<file path="src/logic/cpuTypes.sv">
package cpuTypes;

	typedef logic [15:0] word_t;    // data or address word
	typedef logic [2:0]  regIdx_t;  // register index
	typedef logic [3:0]  flags_t;   // zero, negative, carry, overflow

	// bit positions inside flags_t
	parameter int flagZero     = 3;
	parameter int flagNegative = 2;
	parameter int flagCarry    = 1;
	parameter int flagOverflow = 0;

	// register ops sit on codes 0..6 so their low bits match aluOp_t
	typedef enum logic [3:0] {
		opAdd  = 4'h0, opSub  = 4'h1, opAnd  = 4'h2, opOr   = 4'h3,
		opXor  = 4'h4, opShl  = 4'h5, opShr  = 4'h6, opAddi = 4'h7,
		opLd   = 4'h8, opSt   = 4'h9, opBz   = 4'hA, opJal  = 4'hB,
		opRet  = 4'hC, opPush = 4'hD, opPop  = 4'hE, opHalt = 4'hF
	} opcode_t;

	typedef enum logic [2:0] {
		aluAdd, aluSub, aluAnd, aluOr, aluXor, aluShl, aluShr, aluPassB
	} aluOp_t;

	typedef enum logic [1:0] {pcPlus1, pcAluOut, pcLr, pcBus} pcSel_t;
	typedef enum logic [1:0] {op1Rd1, op1Pc, op1Sp} op1Sel_t;
	typedef enum logic [1:0] {op2Rd2, op2Imm, op2One} op2Sel_t;
	typedef enum logic [1:0] {busMem, busAluOut, busLr, busRd2} busSel_t;
	typedef enum logic [1:0] {addrPc, addrAluOut, addrSp} addrSel_t;

	// sIdle is where reset parks the FSM before the first fetch
	typedef enum logic [2:0] {
		sIdle, sFetch, sDecode, sExecute, sMemAddr, sMemRead, sWriteBack, sHalted
	} cpuState_t;

	typedef struct packed {
		logic  read;
		logic  write;
		word_t addr;
		word_t wdata;
	} memReq_t;

	typedef struct packed {
		aluOp_t   aluOp;
		pcSel_t   pcSel;
		op1Sel_t  op1Sel;
		op2Sel_t  op2Sel;
		busSel_t  busSel;
		addrSel_t addrSel;
		logic     immSel;   // imm9 rather than imm6
		logic     rdAsRs2;  // read port 2 addressed by rd
		logic     wdSel;    // reg write data from the bus
		logic     pcWe;
		logic     lrWe;
		logic     spWe;
		logic     irWe;
		logic     aluWe;
		logic     flagWe;
		logic     regWe;
		logic     memRead;
		logic     memWrite;
	} ctrl_t;

endpackage

</file>
<file path="src/logic/alu.sv">
module alu (
	input  cpuTypes::word_t  a,
	input  cpuTypes::word_t  b,
	input  cpuTypes::aluOp_t op,
	output cpuTypes::word_t  result,
	output cpuTypes::flags_t flags
);

	logic [16:0] wide;  // bit 16 holds carry or borrow
	logic        carry;
	logic        overflow;

	always_comb begin
		wide = '0;
		carry = 1'b0;
		overflow = 1'b0;
		case (op)
			cpuTypes::aluAdd: begin
				wide = {1'b0, a} + {1'b0, b};
				carry = wide[16];
				overflow = (a[15] == b[15]) && (wide[15] != a[15]);
			end
			cpuTypes::aluSub: begin
				wide = {1'b0, a} - {1'b0, b};
				carry = wide[16];  // set on borrow
				overflow = (a[15] != b[15]) && (wide[15] != a[15]);
			end
			cpuTypes::aluAnd: wide = {1'b0, a & b};
			cpuTypes::aluOr:  wide = {1'b0, a | b};
			cpuTypes::aluXor: wide = {1'b0, a ^ b};
			cpuTypes::aluShl: wide = {1'b0, a[14:0], 1'b0};  // single bit shifts
			cpuTypes::aluShr: wide = {2'b00, a[15:1]};
			default:          wide = {1'b0, b};  // passB
		endcase
	end

	assign result = wide[15:0];

	assign flags[cpuTypes::flagZero]     = (result == '0);
	assign flags[cpuTypes::flagNegative] = result[15];
	assign flags[cpuTypes::flagCarry]    = carry;
	assign flags[cpuTypes::flagOverflow] = overflow;

endmodule

</file>
<file path="src/logic/regBlock.sv">
module regBlock (
	input  logic              Clock,
	input  logic              rstN,
	input  cpuTypes::regIdx_t rs1,
	input  cpuTypes::regIdx_t rs2,
	input  cpuTypes::regIdx_t rw,
	input  logic              we,
	input  cpuTypes::word_t   wData,
	output cpuTypes::word_t   rd1,
	output cpuTypes::word_t   rd2
);

	cpuTypes::word_t regs [8];

	// r0 is cleared here and never written, so it always reads zero
	always_ff @(posedge Clock or negedge rstN) begin
		if (!rstN) begin
			for (int i = 0; i < 8; i++) begin
				regs[i] <= '0;
			end
		end else if (we && (rw != '0)) begin
			regs[rw] <= wData;
		end
	end

	assign rd1 = regs[rs1];
	assign rd2 = regs[rs2];

endmodule

</file>
<file path="src/logic/datapath.sv">
module datapath #(
	parameter cpuTypes::word_t resetPc  = 16'h0000,
	parameter cpuTypes::word_t stackTop = 16'h00FF
) (
	input  logic               Clock,
	input  logic               rstN,
	input  cpuTypes::ctrl_t    ctrl,
	input  cpuTypes::word_t    memRData,
	output cpuTypes::memReq_t  memReq,
	output cpuTypes::opcode_t  opcode,
	output cpuTypes::flags_t   flags
);

	cpuTypes::word_t  pc, lr, sp, ir, aluOut;
	cpuTypes::word_t  pcIn, op1, op2, sysBus, regWData, immExt;
	cpuTypes::word_t  rd1, rd2, aluResult;
	cpuTypes::flags_t aluFlags;
	cpuTypes::regIdx_t rs2Idx;
	logic             instrArriving;  // previous cycle was an instruction fetch

	// the fetched word lands during decode, before IR holds it
	assign opcode = cpuTypes::opcode_t'(instrArriving ? memRData[15:12] : ir[15:12]);

	assign immExt = ctrl.immSel ? {{7{ir[8]}}, ir[8:0]}   // branch offset
	                            : {{10{ir[5]}}, ir[5:0]};

	assign rs2Idx = ctrl.rdAsRs2 ? ir[11:9] : ir[5:3];  // ST and PUSH source rd

	always_comb begin
		case (ctrl.op1Sel)
			cpuTypes::op1Pc: op1 = pc;
			cpuTypes::op1Sp: op1 = sp;
			default:         op1 = rd1;
		endcase
		case (ctrl.op2Sel)
			cpuTypes::op2Imm: op2 = immExt;
			cpuTypes::op2One: op2 = 16'd1;
			default:          op2 = rd2;
		endcase
	end

	// system bus mux
	always_comb begin
		case (ctrl.busSel)
			cpuTypes::busAluOut: sysBus = aluOut;
			cpuTypes::busLr:     sysBus = lr;
			cpuTypes::busRd2:    sysBus = rd2;
			default:             sysBus = memRData;
		endcase
	end

	always_comb begin
		case (ctrl.pcSel)
			cpuTypes::pcAluOut: pcIn = aluResult;  // target taken in the same cycle
			cpuTypes::pcLr:     pcIn = lr;
			cpuTypes::pcBus:    pcIn = sysBus;
			default:            pcIn = pc + 16'd1;
		endcase
	end

	assign regWData = ctrl.wdSel ? sysBus : aluOut;

	always_comb begin
		memReq.read  = ctrl.memRead;
		memReq.write = ctrl.memWrite;
		memReq.wdata = sysBus;
		case (ctrl.addrSel)
			cpuTypes::addrAluOut: memReq.addr = aluOut;
			cpuTypes::addrSp:     memReq.addr = sp;
			default:              memReq.addr = pc;
		endcase
	end

	regBlock regs (
		.Clock (Clock),
		.rstN  (rstN),
		.rs1   (ir[8:6]),
		.rs2   (rs2Idx),
		.rw    (ir[11:9]),
		.we    (ctrl.regWe),
		.wData (regWData),
		.rd1   (rd1),
		.rd2   (rd2)
	);

	alu aluUnit (
		.a      (op1),
		.b      (op2),
		.op     (ctrl.aluOp),
		.result (aluResult),
		.flags  (aluFlags)
	);

	always_ff @(posedge Clock or negedge rstN) begin
		if (!rstN) begin
			pc <= resetPc;
			sp <= stackTop;
			ir <= '0;
			flags <= '0;
			instrArriving <= 1'b0;
		end else begin
			if (ctrl.pcWe)
				pc <= pcIn;
			if (ctrl.spWe)
				sp <= aluOut;  // pre-computed SP plus or minus one
			if (ctrl.irWe)
				ir <= sysBus;
			if (ctrl.flagWe)
				flags <= aluFlags;
			instrArriving <= ctrl.memRead && (ctrl.addrSel == cpuTypes::addrPc);
		end
	end

	always_ff @(posedge Clock) begin
		if (ctrl.lrWe)
			lr <= pc;  // already points past the JAL
		if (ctrl.aluWe)
			aluOut <= aluResult;
	end

endmodule

</file>
<file path="src/logic/control.sv">
module control (
	input  logic              Clock,
	input  logic              rstN,
	input  cpuTypes::opcode_t opcode,
	input  cpuTypes::flags_t  flags,
	output cpuTypes::ctrl_t   ctrl,
	output logic              halted
);

	cpuTypes::cpuState_t state, nextState;

	always_ff @(posedge Clock or negedge rstN) begin
		if (!rstN)
			state <= cpuTypes::sIdle;
		else
			state <= nextState;
	end

	assign halted = (state == cpuTypes::sHalted);

	always_comb begin
		ctrl = '0;  // all selects default to their first entry
		nextState = cpuTypes::sFetch;
		case (state)
			cpuTypes::sIdle: nextState = cpuTypes::sFetch;

			cpuTypes::sFetch: begin
				ctrl.memRead = 1'b1;
				ctrl.addrSel = cpuTypes::addrPc;
				nextState = cpuTypes::sDecode;
			end

			cpuTypes::sDecode: begin
				ctrl.busSel = cpuTypes::busMem;
				ctrl.irWe = 1'b1;
				ctrl.pcSel = cpuTypes::pcPlus1;
				ctrl.pcWe = 1'b1;
				case (opcode)
					cpuTypes::opLd, cpuTypes::opPop: nextState = cpuTypes::sMemAddr;
					cpuTypes::opHalt:                nextState = cpuTypes::sHalted;
					default:                         nextState = cpuTypes::sExecute;
				endcase
			end

			cpuTypes::sExecute: begin
				nextState = cpuTypes::sFetch;
				case (opcode)
					cpuTypes::opAdd, cpuTypes::opSub, cpuTypes::opAnd, cpuTypes::opOr,
					cpuTypes::opXor, cpuTypes::opShl, cpuTypes::opShr: begin
						ctrl.aluOp = cpuTypes::aluOp_t'(opcode[2:0]);
						ctrl.aluWe = 1'b1;
						ctrl.flagWe = 1'b1;
						nextState = cpuTypes::sWriteBack;
					end
					cpuTypes::opAddi: begin
						ctrl.op2Sel = cpuTypes::op2Imm;
						ctrl.aluWe = 1'b1;
						ctrl.flagWe = 1'b1;
						nextState = cpuTypes::sWriteBack;
					end
					cpuTypes::opSt: begin
						ctrl.op2Sel = cpuTypes::op2Imm;  // rs1 + imm6
						ctrl.aluWe = 1'b1;
						nextState = cpuTypes::sMemAddr;
					end
					cpuTypes::opPush: begin
						ctrl.op1Sel = cpuTypes::op1Sp;
						ctrl.op2Sel = cpuTypes::op2One;
						ctrl.aluOp = cpuTypes::aluSub;  // predecrement
						ctrl.aluWe = 1'b1;
						nextState = cpuTypes::sMemAddr;
					end
					cpuTypes::opBz, cpuTypes::opJal: begin
						ctrl.op1Sel = cpuTypes::op1Pc;
						ctrl.op2Sel = cpuTypes::op2Imm;
						ctrl.immSel = 1'b1;
						ctrl.pcSel = cpuTypes::pcAluOut;
						ctrl.lrWe = (opcode == cpuTypes::opJal);
						// the only place the zero flag steers anything
						ctrl.pcWe = (opcode == cpuTypes::opJal) || flags[cpuTypes::flagZero];
					end
					cpuTypes::opRet: begin
						ctrl.pcSel = cpuTypes::pcLr;
						ctrl.pcWe = 1'b1;
					end
					default: nextState = cpuTypes::sFetch;
				endcase
			end

			cpuTypes::sMemAddr: begin
				nextState = cpuTypes::sFetch;
				case (opcode)
					cpuTypes::opLd: begin
						ctrl.op2Sel = cpuTypes::op2Imm;
						ctrl.aluWe = 1'b1;
						nextState = cpuTypes::sMemRead;
					end
					cpuTypes::opPop: begin
						ctrl.op1Sel = cpuTypes::op1Sp;  // SP + 1 ready for writeBack
						ctrl.op2Sel = cpuTypes::op2One;
						ctrl.aluWe = 1'b1;
						nextState = cpuTypes::sMemRead;
					end
					cpuTypes::opSt, cpuTypes::opPush: begin
						ctrl.memWrite = 1'b1;
						ctrl.addrSel = cpuTypes::addrAluOut;
						ctrl.busSel = cpuTypes::busRd2;
						ctrl.rdAsRs2 = 1'b1;
						if (opcode == cpuTypes::opPush)
							nextState = cpuTypes::sWriteBack;
					end
					default: nextState = cpuTypes::sFetch;
				endcase
			end

			cpuTypes::sMemRead: begin
				ctrl.memRead = 1'b1;
				ctrl.addrSel = (opcode == cpuTypes::opPop) ? cpuTypes::addrSp
				                                           : cpuTypes::addrAluOut;
				nextState = cpuTypes::sWriteBack;
			end

			cpuTypes::sWriteBack: begin
				case (opcode)
					cpuTypes::opLd, cpuTypes::opPop: begin
						ctrl.busSel = cpuTypes::busMem;  // read data arrives now
						ctrl.wdSel = 1'b1;
						ctrl.regWe = 1'b1;
						ctrl.spWe = (opcode == cpuTypes::opPop);
					end
					cpuTypes::opPush: ctrl.spWe = 1'b1;
					default:          ctrl.regWe = 1'b1;  // rd from aluOut
				endcase
			end

			cpuTypes::sHalted: nextState = cpuTypes::sHalted;  // until reset

			default: nextState = cpuTypes::sIdle;
		endcase
	end

endmodule

</file>
<file path="src/logic/cpu.sv">
module cpu #(
	parameter cpuTypes::word_t resetPc  = 16'h0000,
	parameter cpuTypes::word_t stackTop = 16'h00FF
) (
	input  logic              Clock,
	input  logic              rstN,
	input  cpuTypes::word_t   memRData,
	output cpuTypes::memReq_t memReq,
	output logic              halted
);

	cpuTypes::ctrl_t   ctrl;
	cpuTypes::opcode_t opcode;
	cpuTypes::flags_t  flags;  // as latched at the last ALU execute

	control ctrlUnit (
		.Clock  (Clock),
		.rstN   (rstN),
		.opcode (opcode),
		.flags  (flags),
		.ctrl   (ctrl),
		.halted (halted)
	);

	datapath #(
		.resetPc  (resetPc),
		.stackTop (stackTop)
	) dp (
		.Clock    (Clock),
		.rstN     (rstN),
		.ctrl     (ctrl),
		.memRData (memRData),
		.memReq   (memReq),
		.opcode   (opcode),
		.flags    (flags)
	);

endmodule

</file>
<file path="config.mk">
export PLATFORM = sky130hd
export DESIGN_NAME = cpu
export DESIGN_NICKNAME = d
export VERILOG_FILES = /design/src/logic/cpuTypes.sv /design/src/logic/alu.sv /design/src/logic/regBlock.sv /design/src/logic/datapath.sv /design/src/logic/control.sv /design/src/logic/cpu.sv
export SDC_FILE = /design/constraint.sdc
export NUM_CORES = 1
export LEC_CHECK = 0
export BUFFER_PORTS_ARGS = -buffer_cell sky130_fd_sc_hd__buf_2
export CAP_MARGIN = 15
export CORE_MARGIN = 10
export CORE_UTILIZATION = 60
export DETAILED_ROUTE_END_ITERATION = 8
export PLACE_DENSITY = 0.88
export SYNTH_ARGS = -nofsm -noshare
export SYNTH_HDL_FRONTEND = slang
export SYNTH_SLANG_ARGS = --single-unit
</file>
<file path="constraint.sdc">
create_clock -name Clock -period 14.6 [get_ports Clock]
set_clock_uncertainty 0.05 [all_clocks]
set_input_delay 0.73 -clock Clock [delete_from_list [all_inputs] [get_ports Clock]]
set_output_delay 0.73 -clock Clock [all_outputs]
set_load 0.02 [all_outputs]
</file>
After elaboration in Yosys (flattened, before gate mapping). Cells that the tools add are included.

Flip-flop bits (word level): 216. Input bits: 18. Output and inout bits: 35. Word-level logic and storage cells: 151.

Add/subtract/negate cells: 3. Order comparisons: 4. Equality and inequality tests: 44. Multiplexer cells: 59. Bitwise operators: 6. Reduce and logical (&&, ||, !) cells: 19.

Operator list (count): 128-bit bitwise mux (1); 16-bit two-way mux (7); 16-bit case mux with 7 select lines (1); 16-bit binary-select mux with 3-bit select (2); 16-bit case mux with 2 select lines (3); 16-bit case mux with 3 select lines (2); 16-bit demux with 3-bit select (1); 4-bit == test (second input constant) (8); 3-bit case mux with 2 select lines (4); 3-bit == test (second input constant) (7); 2-bit case mux with 2 select lines (5); 3-bit case mux with 6 select lines (1); 16-bit by 16-bit adder with 17-bit output (1); 16-bit by 16-bit subtractor with 17-bit output (1); 16-bit by 1-bit adder with 16-bit output (second input constant) (1); 16-bit AND (1); 4-bit by 3-bit == test with 1-bit output (second input constant) (4); 16-bit zero test (1); 1-bit two-way mux (16); 16-bit bitwise OR (1); 16-bit XOR (1); 2-bit == test (second input constant) (7); 3-bit by 2-bit == test with 1-bit output (second input constant) (4); 4-bit >= comparator (second input constant) (3); other kinds (24) (52).

Depth between registers and ports, before layout. Gate-level depths: netlist of the first run.

Depth after elaboration: 15. Mapped depth: 25. Mapped depth without buffers: 23.

Hierarchy. A second synthesis of the first run with hierarchy kept.

Cells, all modules: 1439. Area total of the unflattened synthesis: 16069.2 um^2.

By module, submodules not included: regBlock (instances 1, cells each 391, area each 6904.1 um^2, seq. area each 3203.1 um^2); datapath (instances 1, cells each 490, area each 5312.6 um^2, seq. area each 2297.2 um^2); alu (instances 1, cells each 479, area each 3280.6 um^2, seq. area each 0.0 um^2); control (instances 1, cells each 79, area each 571.8 um^2, seq. area each 75.1 um^2).

Worst setup path after synthesis of the first run. Ideal clock, no wire load.

Path type: input to register. Start: input memRData[14]. End: register dp.flags[3]. Setup time: 0.064 ns. Arrival: 5.808 ns. Required time: 14.486 ns. Slack: 8.678 ns. Cell stages on the path: 23. Path buffers: 4. Path through: buf_2 > mux2i_2 > nand2_1 > nor3_1 > clkbuf_1 > ha_1 > clkbuf_1 > clkbuf_1 > a221oi_1 > a21oi_1 > inv_1 > ha_1 > fa_1 > or2_2 > a221oi_1 > or2_2 > a41o_1 > a31oi_1 > xor2_1 > a211o_1 > or4_1 > nor4_2 > a21o_1.

Longest elaborated chain between the ends: 14. Elaborated cells between the ends (all ways): 59. Those cells by class: add/sub (2); eq/ne (23); mux (22); bitwise (4); reduce/logical (8).

Ends and longest elaborated chain: start, declared (RTL line cpu.sv:7) `input cpuTypes::word_t memRData,`; 4-bit two-way mux (*) (RTL line datapath.sv:22) `assign opcode = cpuTypes::opcode_t'(instrArriving ? memRData[15:12] : ir[15:12]);`; 4-bit == test (RTL line control.sv:47, control.sv:92); 2-bit OR reduction (no source line); 1-bit two-way mux (RTL line control.sv:92) `case (opcode)`; 1-bit two-way mux (RTL line control.sv:24) `case (state)`; 3-bit two-way mux (RTL line datapath.sv:27) `assign rs2Idx = ctrl.rdAsRs2 ? ir[11:9] : ir[5:3];`; 3-bit inverter with 4-bit output (not written as such) (RTL line regBlock.sv:27) `assign rd2 = regs[rs2];`; 16-bit binary-select mux with 3-bit select (RTL line regBlock.sv:27); 16-bit two-way mux (not written as such) (2 in a row) (RTL line regBlock.sv:27); 16-bit case mux with 2 select lines (RTL line datapath.sv:35) `case (ctrl.op2Sel)`; 16-bit by 16-bit subtractor with 17-bit output, or another cell as far along (RTL line alu.sv:24) `wide = {1'b0, a} - {1'b0, b};`; 16-bit case mux with 7 select lines (*) (RTL line alu.sv:17) `case (op)`; net dp.aluResult[14] (RTL line datapath.sv:16) `cpuTypes::word_t rd1, rd2, aluResult;`; 16-bit zero test (*) (RTL line alu.sv:39) `assign flags[cpuTypes::flagZero] = (result == '0);`; end signal, assigned (RTL line datapath.sv:109) `flags <= aluFlags;`; end, declared (RTL line datapath.sv:11) `output cpuTypes::flags_t flags`.

The timed path passes the listed nets; every way through them passes the cells marked *. The select of a mux whose other input is x is not followed. A chain may end at the register's enable or synchronous reset.

Worst setup path after layout of the first run.
Start: register dp.instrArriving. End: register dp.flags[3].

Longest elaborated chain between the ends: 14. Elaborated cells between the ends (all ways): 59. Those cells by class: add/sub (2); eq/ne (23); mux (22); bitwise (4); reduce/logical (8).

Ends and longest elaborated chain: start, declared (RTL line datapath.sv:19) `logic instrArriving;`; start signal, assigned (RTL line datapath.sv:110) `instrArriving <= ctrl.memRead && (ctrl.addrSel == cpuTypes::addrPc);`; 4-bit two-way mux (*) (RTL line datapath.sv:22); 4-bit == test (RTL line control.sv:47, control.sv:92); 2-bit OR reduction (no source line); 1-bit two-way mux (RTL line control.sv:92); 1-bit two-way mux (RTL line control.sv:24); 3-bit two-way mux (RTL line datapath.sv:27); 3-bit inverter with 4-bit output (not written as such) (RTL line regBlock.sv:27); 16-bit binary-select mux with 3-bit select (RTL line regBlock.sv:27); 16-bit two-way mux (not written as such) (2 in a row) (RTL line regBlock.sv:27); 16-bit case mux with 2 select lines (RTL line datapath.sv:35); 16-bit by 16-bit subtractor with 17-bit output, or another cell as far along (RTL line alu.sv:24); 16-bit case mux with 7 select lines (*) (RTL line alu.sv:17); net dp.aluResult[14] (RTL line datapath.sv:16); 16-bit zero test (*) (RTL line alu.sv:39).

Marked as above.

==> results of run 1 <==
-- final cells by class --
class	instances	share of cell area
multi-input combinational	1038	0.523
sequential	213	0.362
clock buffer	34	0.0426
timing repair buffer	73	0.0289
tap	319	0.0263
inverter	57	0.0141
clock inverter	6	0.00338
-- per-stage QoR --
| stage | area (um^2) | worst slack (ps) | utilization | total power (W) | hold slack (ps) |
|---|---|---|---|---|---|
| after global routing | 15200 | 6760 | 0.651 | 0.00121 | 333 |
| after global placement | 14500 | 7660 | 0.620 | 0.000638 | 325 |
| after detailed placement | 14500 | 7600 | 0.620 | 0.000638 | 336 |
| after floorplan | 14200 | 8680 | - | 0.000620 | 373 |
| after CTS | 15200 | 7580 | 0.650 | 0.00119 | 313 |
| final | 15200 | 7360 | 0.651 | 0.00118 | 248 |
-- worst max-delay path, delay by kind of cell, from the launching register on --
kind            cells  cell delay, ps
compound gates      6            1660
fa+ha+maj           2            1590
buf+inv             1              70
flops               1             810
mux                 1             170
simple gates       10            2810
-- flip-flops by register name, summed over array words and instances (netlist names) --
signal            count
dp.regs.regs        128
dp.flags              1
dp.sp                16
dp.ir                16
dp.lr                16
dp.pc                16
dp.instrArriving      1
dp.aluOut            16
ctrlUnit.state        3
-- synthesized netlist by cell type, types with 7 or more instances --
library cell | count | area share
a211o_1 | 7 | 0.0043
mux2_2 | 34 | 0.027
or3_1 | 7 | 0.0031
and3_1 | 7 | 0.0031
xor2_1 | 13 | 0.0080
dfstp_2 | 8 | 0.015
a211oi_1 | 7 | 0.0037
inv_1 | 57 | 0.015
mux2i_1 | 45 | 0.032
o22ai_1 | 12 | 0.0053
ha_1 | 57 | 0.050
nor2_1 | 132 | 0.035
dfrtp_1 | 173 | 0.31
nand2_1 | 147 | 0.039
a22oi_1 | 21 | 0.011
o21bai_1 | 9 | 0.0048
buf_2 | 23 | 0.0081
nor3_1 | 16 | 0.0056
buf_6 | 7 | 0.0056
nand3_1 | 17 | 0.0060
nor2b_1 | 10 | 0.0044
a221oi_1 | 36 | 0.022
o21ai_0 | 102 | 0.036
o211ai_1 | 9 | 0.0048
clkbuf_1 | 82 | 0.022
edfxtp_1 | 32 | 0.068
mux4_1 | 13 | 0.024
a21o_1 | 11 | 0.0058
mux4_2 | 51 | 0.081
o21ai_1 | 15 | 0.0053
a21oi_1 | 117 | 0.041
xnor2_1 | 15 | 0.0093
-- logic make-up (layout without fill, tap and decap cells) --
| family | after synthesis | count (layout) | share of synthesized area |
|---|---|---|---|
| muxes | 148 | 148 | 0.169 |
| and+or+nand+nor | 391 | 391 | 0.125 |
| AOI/OAI and AO/OA | 412 | 412 | 0.191 |
| adders and majority gates | 59 | 59 | 0.0531 |
| buffers and inverters | 179 | 170 | 0.0568 |
| xor gates and xnor gates | 28 | 28 | 0.0173 |
| DFF | 213 | 213 | 0.388 |
-- power by group --
group / switching [W] / internal, W / total [W] / leakage (nW)
clock network: 0.000247 / 0.000309 / 0.000556 / 0.341
registers: 0 / 0.000601 / 0.000601 / 2.78
logic: 0.0000215 / 0.00000480 / 0.0000263 / 3.60
-- worst paths after layout --
kind                                        start                end  slack (ps)  depth (start not counted)
worst max-delay path             dp.instrArriving        dp.flags[3]        7360                         20
worst min-delay path                         rstN   dp.regs.regs[25]         250                          1
worst max register to register   dp.instrArriving        dp.flags[3]        7360                         20
worst min register to register  dp.regs.regs[114]  dp.regs.regs[114]         350                          0
max in group asynchronous                    rstN           dp.pc[2]       12770                          2
min in group Clock              dp.regs.regs[114]  dp.regs.regs[114]         350                          0
-- routing by layer --
layer	up-vias	part of all wire
li1	5221	-
met1	5920	0.40
met2	608	0.46
met3	146	0.082
met4	2	0.052
met5	-	0.00024
-- cells in the final DEF (no fill, tap or decap), types with 23 or more instances in the layout --
cell type	n
a21oi_1	117
a221oi_1	36
buf_2	51
clkbuf_16	23
dfrtp_1	172
edfxtp_1	32
ha_1	57
inv_1	57
mux2_2	34
mux2i_1	43
mux4_2	51
nand2_1	147
nor2_1	131
o21ai_0	102
==> summary.md, run 1 <==
| Metric | Value |
|---|---|
| Status | completed |
| EDFF count, synth | 32 |
| Met2 Use GR | 0.471 |
| CTS tree | yes |
| Syn-to-layout area delta | 7.13% |
| Drt initial violations | 1,528 |
| Most common cell on crit path | ha_1 |
| Critical-path maximum fanout | 27 |
| Global-route wire length before repair | 70.8 mm |
| WL final | 45.7 mm |
| Total CTS buffers | 23 |
| Multi-input logic area | 0.00794 mm^2 |
| Vias per cell | 6.84 |
| Grt total ovfl | 0 |
| Distinct cells, synth | 91 |
| Clock latency on the worst-skew pair | 550 ps |
| Num Clock Sinks | 213 |
| # rows | 56 |
| Synth warnings | 0 |
| Buffer depth of the longest clock path | 3 |
| Final Cycle Share | 0.496 |
| Met1 usage | 0.383 |
| Worst Hold Class | in -> async |
| Syn Nets | 1,507 |
| Seq cells post-synth | 213 |
| PwrDens | 77.9 mW/mm^2 |
| Register area share after synthesis | 0.388 |
| Layout Cells excl Fill | 1,740 |
| Setup crit start kind | register |
| Measured slew at the worst slew-check pin | 1240 ps |
| Async SR Flop Fraction | 0.850 |
| Vias in the first global route | 11,800 |
| Slew Limit Fails | 0 |
| Max stage delay on crit path | 1070 ps |
| F_max | 0.138 GHz |
| I/O pin count | 53 |
| Placed insts | 1,698 |
| Slowest-stage cell, CP | ha_1 |
| Max Cap Viol | 0 |
| Layout cell share with drive strength beyond 1 | 0.173 |
| Routed wire length per instance | 26.3 um |
| Kind of critical path | reg -> reg |
| TNS Setup | 0 ps |
| CTS H-Tree Depth | 1 |
| Antenna Cells | 0 |
| Starting Density | 0.608 |
| DP Wirelength | 32.4 mm |
| Initial antenna violation count | 2 |
| Core area | 0.0233 mm^2 |
| Clock transition at path regs | 60 ps |
| Post-CTS setup buffer count | 0 |
| GPL Wtd Cong | 1.01 |
| Setup violators final | 0 |
| Top FF cell, synth | dfrtp_1 |
| Tmin final | 7240 ps |
| Syn Std Cell Area | 0.0142 mm^2 |
| Initial DRT Pass Iterations | 8 |
| Number of remaining DRC errors | 0 |
| Buffers on Ports | 52 |
| Leakage | 6.72 nW |
| Die footprint | 0.0302 mm^2 |
| Crit path DAT | 7670 ps |
| Filler cells | 1,822 |
| Avg Synthesized Cell Area | 9.92 um^2 |
| Critical Path RT | 15,040 ps |
| Largest net degree at the start of global routing | 112 |
| Die height | 174 um |
| Met3 GRT Util | 0.0592 |
| Total Routing Usage GR | 0.296 |
| Post-synthesis cell count | 1,430 |
| Post-CTS Resized | 0 |
| Gr busiest metal | met2 |
| Final Net Count | 1,483 |
| Post-route ant nets | 0 |
| Root buf cell | clkbuf_16 |
| Critical Path, Cell by Cell | nand3_1 > and2_1 > nor3_1 > a22oi_1 > ha_1 > nand2b_1 > o22ai_1 > or2_2 > inv_1 > ha_1 > o21ai_0 > nor2_1 > nor4b_1 > o41ai_1 > nand2_1 > mux2i_1 > a211o_1 > or4_1 > nor4_2 > a21o_1 |
| Crit path capture type | register |
| Via count | 11,900 |
| Die Wd | 174 um |
| Max IR drop VDD | 0.000113 V |
| # hold bufs at CTS | 0 |
| Hold Violations, Final | 0 |
| Max-Slew Margin vs Limit | 0.173 |
| RSZ-0062 raised after global routing | false |
| Sequential cell area | 0.00550 mm^2 |
No activity file was read; power rests on OpenSTA's default activity.
==> run 2: changes to the inputs <==
Clock period 14.6 ns to 7.03 ns, I/O delays scaled along.
==> run 2 against run 1 <==
Effect of this change:
- final area up 0.85%
- non-clock buffer count up 13
- die area unchanged
- clock power up 120%
- routed wire length down 1.4%
- via count up 2.3%
- critical endpoint unchanged
==> summary.md, run 2 (synthesis gave the netlist of run 1 again) <==
| Metric | Value |
|---|---|
| Final Cycle Share | 0.942 |
| Final Net Count | 1,496 |
| Vias per cell | 6.94 |
| Post-route ant nets | 0 |
| Most common cell after layout, fill and taps aside | dfrtp_1 |
| Vias in the first global route | 12,000 |
| Worst Hold Class | in -> reg |
| Setup crit start kind | register |
| Slew Limit Fails | 0 |
| DP Wirelength | 32.4 mm |
| Largest net degree at the start of global routing | 71 |
| Via count | 12,200 |
| Post-CTS setup buffer count | 0 |
| Antenna Cells | 0 |
| Hold WS | 156 ps |
| Critical-path maximum fanout | 22 |
| CP top delay family | simple AND/OR/NAND/NOR gates |
| Number of remaining DRC errors | 0 |
| Total CTS buffers | 23 |
| Placed insts | 1,711 |
| Measured slew at the worst slew-check pin | 1210 ps |
| Buffers on Ports | 52 |
| Root buf cell | clkbuf_16 |
| # rows | 56 |
| Grt total ovfl | 0 |
| Setup violators final | 0 |
| Hold Violations, Final | 0 |
| CP bufs+invs | 1 |
| Slowest-stage cell, CP | mux2i_4 |
| Most flops, register | dp.regs.regs |
| Drt initial violations | 1,802 |
| Crit path capture type | register |
| F_max | 0.151 GHz |
| Tmin final | 6620 ps |
| Initial DRT Pass Iterations | 5 |
| Crit path DAT | 7040 ps |
| Layout cell share with drive strength beyond 1 | 0.181 |
| Max-Slew Margin vs Limit | 0.194 |
| Syn-to-layout area delta | 8.04% |
| Die footprint | 0.0302 mm^2 |
| Clock latency on the worst-skew pair | 530 ps |
| RSZ-0062 raised after global routing | false |
| Die Wd | 174 um |
| Starting Density | 0.608 |
| PwrDens | 164 mW/mm^2 |
| Status | completed |
| Final worst slack | 407 ps |
| TNS Setup | 0 ps |
| Leakage | 6.80 nW |
| Max IR drop VDD | 0.000191 V |
| Max reg flops | 128 |
| CTS tree | yes |
| Max Cap Viol | 0 |
| GPL Wtd Cong | 1.03 |
| I/O pin count | 53 |
| Global-route wire length before repair | 69.8 mm |
| CTS H-Tree Depth | 1 |
| Num Clock Sinks | 213 |
| Initial antenna violation count | 0 |
| Buffer depth of the longest clock path | 3 |
| Max stage delay on crit path | 610 ps |
| Clock transition at path regs | 60 ps |
| Die height | 174 um |
| Critical Path, Cell by Cell | and3b_2 > o211ai_4 > mux2i_4 > buf_4 > mux4_2 > mux2i_1 > o22ai_1 > ha_1 > nor4_1 > nor4b_1 > a221o_1 > xnor2_1 > a221oi_1 > o211ai_1 > or4_1 > nor4_2 > a21o_1 |
| Critical Path RT | 7450 ps |
| Core area | 0.0233 mm^2 |
| Kind of critical path | reg -> reg |
| Total Routing Usage GR | 0.289 |
| Most frequent cells in the layout | dfrtp_1 (171), nand2_1 (147), nor2_1 (131) |
| Routed wire length per instance | 25.7 um |
| Layout Cells excl Fill | 1,755 |
| WL final | 45.0 mm |
| Worst slack, placed | 451 ps |
==> run 2: worst register-to-register path: cells and delay by family, from the launching register on <==
| family | cells | cell delay [ps] |
|---|---|---|
| adder cells (fa/ha/maj) | 1 | 470 |
| XOR/XNOR | 1 | 80 |
| multiplexers | 3 | 1590 |
| AND/OR/NAND/NOR | 5 | 1890 |
| flip-flops | 1 | 560 |
| buffers and inverters | 1 | 340 |
| AO/OA/AOI/OAI | 6 | 1570 |
==> run 2: metal layers <==
| layer | share of wire | vias to the layer above | track usage | wire, um |
|---|---|---|---|---|
| met5 | 0 | - | 0 | 0 |
| met4 | 0.052 | 0 | 0.136 | 2360 |
| met3 | 0.099 | 163 | 0.0564 | 4460 |
| met2 | 0.47 | 806 | 0.463 | 21200 |
| met1 | 0.38 | 5969 | 0.369 | 17000 |
| li1 | - | 5238 | - | - |
==> run 2: area by class of cell <==
cell class | instances | area, um^2
clock inverters | 9 | 110
fillers | 1748 | 8010
flip-flops and latches | 213 | 5500
clock buffers | 33 | 623
repair buffers | 86 | 532
inverters | 57 | 214
multi-input cells | 1038 | 7940
well taps | 319 | 399
==> run 2: what timing repair did <==
action	CTS	global route
setup endpoints to repair	0	1
gates resized for setup	0	1
hold buffers	1	0
endpoints found under the hold margin	52	0
==> run 2: report_power, final <==
group,internal (W),switching [W]
clock network,0.000695,0.000508
logic,0.0000107,0.0000439
registers,0.00125,0
total,0.00195,0.000552
==> run 2: path summary, 6_finish.rpt <==
check,start,end,slack (ps),cells after the start
min,memRData[3],dp.ir[3],160,4
min reg2reg,dp.regs.regs[114],dp.regs.regs[114],340,0
max in group asynchronous,rstN,dp.pc[4],5300,3
min in group asynchronous,rstN,dp.regs.regs[58],280,2
max,dp.instrArriving,dp.flags[3],410,17
max reg2reg,dp.instrArriving,dp.flags[3],410,17
==> run 2: stage by stage <==
| stage | util | area [um^2] | power, W |
|---|---|---|---|
| final | 0.657 | 15300 | 0.00251 |
| after global routing | 0.657 | 15300 | 0.00257 |
| after CTS | 0.656 | 15300 | 0.00251 |
| after detailed placement | 0.624 | 14600 | 0.00133 |
| after global placement | 0.624 | 14600 | 0.00132 |
| after floorplan | - | 14200 | 0.00129 |
==> run 3: changes to the inputs <==
Settings changed: BUFFER_PORTS_ARGS -buffer_cell sky130_fd_sc_hd__buf_2 to not set, CORE_UTILIZATION 60 to 24, DONT_BUFFER_PORTS set to 1, PLACE_DENSITY 0.88 to 0.47.
Clock period 7.03 ns to 8.6 ns, I/O delays scaled along.
==> run 3 against run 2 <==
Effect of this change:
- via count decreased by 6.8%
- non-clock buffer count decreased by 58
- die area increased by 130%
- global-route usage decreased by 15 points
- sequential share of layout area decreased by 0.91 points
- sequential power decreased by 18%
- final area increased by 2.6%
- critical path type unchanged
- critical endpoint unchanged
==> summary.md, run 3 (synthesis gave the netlist of run 1 again) <==
| Metric | Value |
|---|---|
| Status | completed |
| # rows | 89 |
| GPL Wtd Cong | 0.968 |
| Vias per cell | 5.26 |
| Crit path DAT | 7440 ps |
| CP top delay family | multiplexers |
| Most frequent cells in the layout | dfrtp_1 (172), nand2_1 (147), nor2_1 (130) |
| Finished Core Util | 0.267 |
| # hold bufs at CTS | 2 |
| P_sw | 0.000490 W |
| Tmin final | 7000 ps |
| Design area | 0.0157 mm^2 |
| Critical Path RT | 9040 ps |
| Pint | 0.00165 W |
| Root buf cell | clkbuf_16 |
| Num Clock Sinks | 213 |
| Buffers on Ports | 0 |
| Clock share of power | 0.507 |
| Post-route ant nets | 0 |
| Max Cap Viol | 0 |
| Die height | 263 um |
| Post-CTS Resized | 0 |
| DP Wirelength | 36.8 mm |
| Final Cycle Share | 0.814 |
| Most flops, register | dp.regs.regs |
| Via count | 11,400 |
| Reg2reg start | dp.instrArriving |
| Placed Area | 0.0148 mm^2 |
| Worst Hold Class | in -> reg |
| Total CTS buffers | 27 |
| Die footprint | 0.0692 mm^2 |
| F_max | 0.143 GHz |
| Filler cells | 6,255 |
| Clock transition at path regs | 60 ps |
| Core area | 0.0588 mm^2 |
| Most common cell after layout, fill and taps aside | dfrtp_1 |
| Critical Path, Cell by Cell | mux2_4 > o211ai_4 > mux2i_4 > buf_4 > mux4_2 > mux2i_1 > o22ai_1 > ha_1 > nor4_1 > nor4b_1 > a221o_1 > xnor2_1 > a221oi_1 > o211ai_1 > or4_1 > nor4_2 > a21o_1 |
| Drt initial violations | 911 |
| Hold path startpoint | memRData[14] |
| Initial antenna violation count | 3 |
| Slowest-stage cell, CP | dfrtp_1 |
| Measured slew at the worst slew-check pin | 1150 ps |
| CTS H-Tree Depth | 1 |
| Syn-to-layout area delta | 10.8% |
| Final Net Count | 1,442 |
| Max reg flops | 128 |
| Layout Cells excl Fill | 2,157 |
| Max-Slew Margin vs Limit | 0.225 |
| Setup crit start kind | register |
| I/O pin count | 53 |
| Kind of critical path | reg -> reg |
| RSZ-0062 raised after global routing | false |
| Vias in the first global route | 11,300 |
| Leakage | 6.58 nW |
| Initial DRT Pass Iterations | 6 |
| Layout cell share with drive strength beyond 1 | 0.155 |
| Crit path capture type | register |
| WL final | 50.6 mm |
| Routed wire length per instance | 23.5 um |
| Seq pwr share | 0.477 |
| Largest net degree at the start of global routing | 182 |
| Die Wd | 263 um |
| Placed insts | 2,107 |
| Critical-path maximum fanout | 22 |
| Crit path launch | dp.instrArriving |
| Setup violators final | 0 |
| Switch share | 0.229 |
| Number of remaining DRC errors | 0 |
| Total Routing Usage GR | 0.142 |
| Hold Violations, Final | 0 |
| Max IR drop VDD | 0.000123 V |
| Starting Density | 0.241 |
| CTS tree | yes |
| PwrDens | 136 mW/mm^2 |
| Slew Limit Fails | 0 |
| Combinational power share | 0.017 |
| Max stage delay on crit path | 830 ps |
| TNS Setup | 0 ps |
| Post-CTS setup buffer count | 0 |
| Clock latency on the worst-skew pair | 550 ps |
| Buffer depth of the longest clock path | 3 |
| CP bufs+invs | 1 |
| Grt total ovfl | 0 |
| Global-route wire length before repair | 76.7 mm |
==> run 3: changes by cell type in the layout (fill, tap and decap cells not counted), moves of 2 or more <==
cell        delta
clkbuf_16      +6
clkinvlp_4     +3
bufinv_16      -2
clkbuf_1       -6
buf_2         -51
buf_4          -6
clkinv_2       +3
==> run 3: layout make-up <==
cell class / count / area (um^2) / share of cell area
antenna: 1 / 2.50 / 0.000159
multi-input combinational: 1038 / 7960 / 0.506
timing repair buffer: 28 / 233 / 0.0148
clock inverter: 13 / 76.3 / 0.00486
sequential: 213 / 5500 / 0.350
inverter: 57 / 214 / 0.0136
clock buffer: 34 / 764 / 0.0487
tap: 773 / 967 / 0.0615
==> run 3: worst reg2reg max path, cell delays in order (launching register included) <==
cell	delay [ps]
dfrtp_1	830
mux2_4	430
o211ai_4	160
mux2i_4	660
buf_4	390
mux4_2	540
mux2i_1	460
o22ai_1	260
ha_1	460
nor4_1	540
nor4b_1	380
a221o_1	350
xnor2_1	100
a221oi_1	470
o211ai_1	150
or4_1	450
nor4_2	160
a21o_1	110
==> run 3: power groups by stage <==
stage | clock network (W) | logic (W) | registers [W]
global placement | 0 | 0.0000175 | 0.00104
global route | 0.00116 | 0.0000407 | 0.00102
floorplan | 0 | 0.0000124 | 0.00104
finish | 0.00109 | 0.0000354 | 0.00102
CTS | 0.00112 | 0.0000381 | 0.00102
detailed placement | 0 | 0.0000173 | 0.00104
==> run 3: path summary, 6_finish.rpt <==
check | to | slack [ps] | cells after the start
setup / recovery | dp.flags[3] | 1600 | 17
hold / removal | ctrlUnit.state[1] | 180 | 2
setup reg to reg | dp.flags[3] | 1600 | 17
hold reg to reg | dp.regs.regs[120] | 340 | 0
max in group asynchronous | dp.pc[6] | 7170 | 2
min in group asynchronous | dp.ir[9] | 620 | 2
==> run 3: per-stage QoR <==
| step | hold slack (ps) | power (W) | worst slack (ps) |
|---|---|---|---|
| after floorplan | 84.4 | 0.00105 | 2850 |
| after global placement | 101 | 0.00106 | 1530 |
| after detailed placement | 99.2 | 0.00106 | 1630 |
| after CTS | 158 | 0.00218 | 1600 |
| after global routing | 176 | 0.00222 | 1140 |
| final | 182 | 0.00214 | 1600 |
==> run 3: routing by layer <==
layer	vias to the layer above	part of all wire	wire [um]	global-route usage
met5	-	0.00045	23	0
met1	5742	0.44	22100	0.188
li1	5127	-	-	-
met3	86	0.062	3130	0.0239
met4	4	0.032	1620	0.0461
met2	395	0.47	23700	0.231
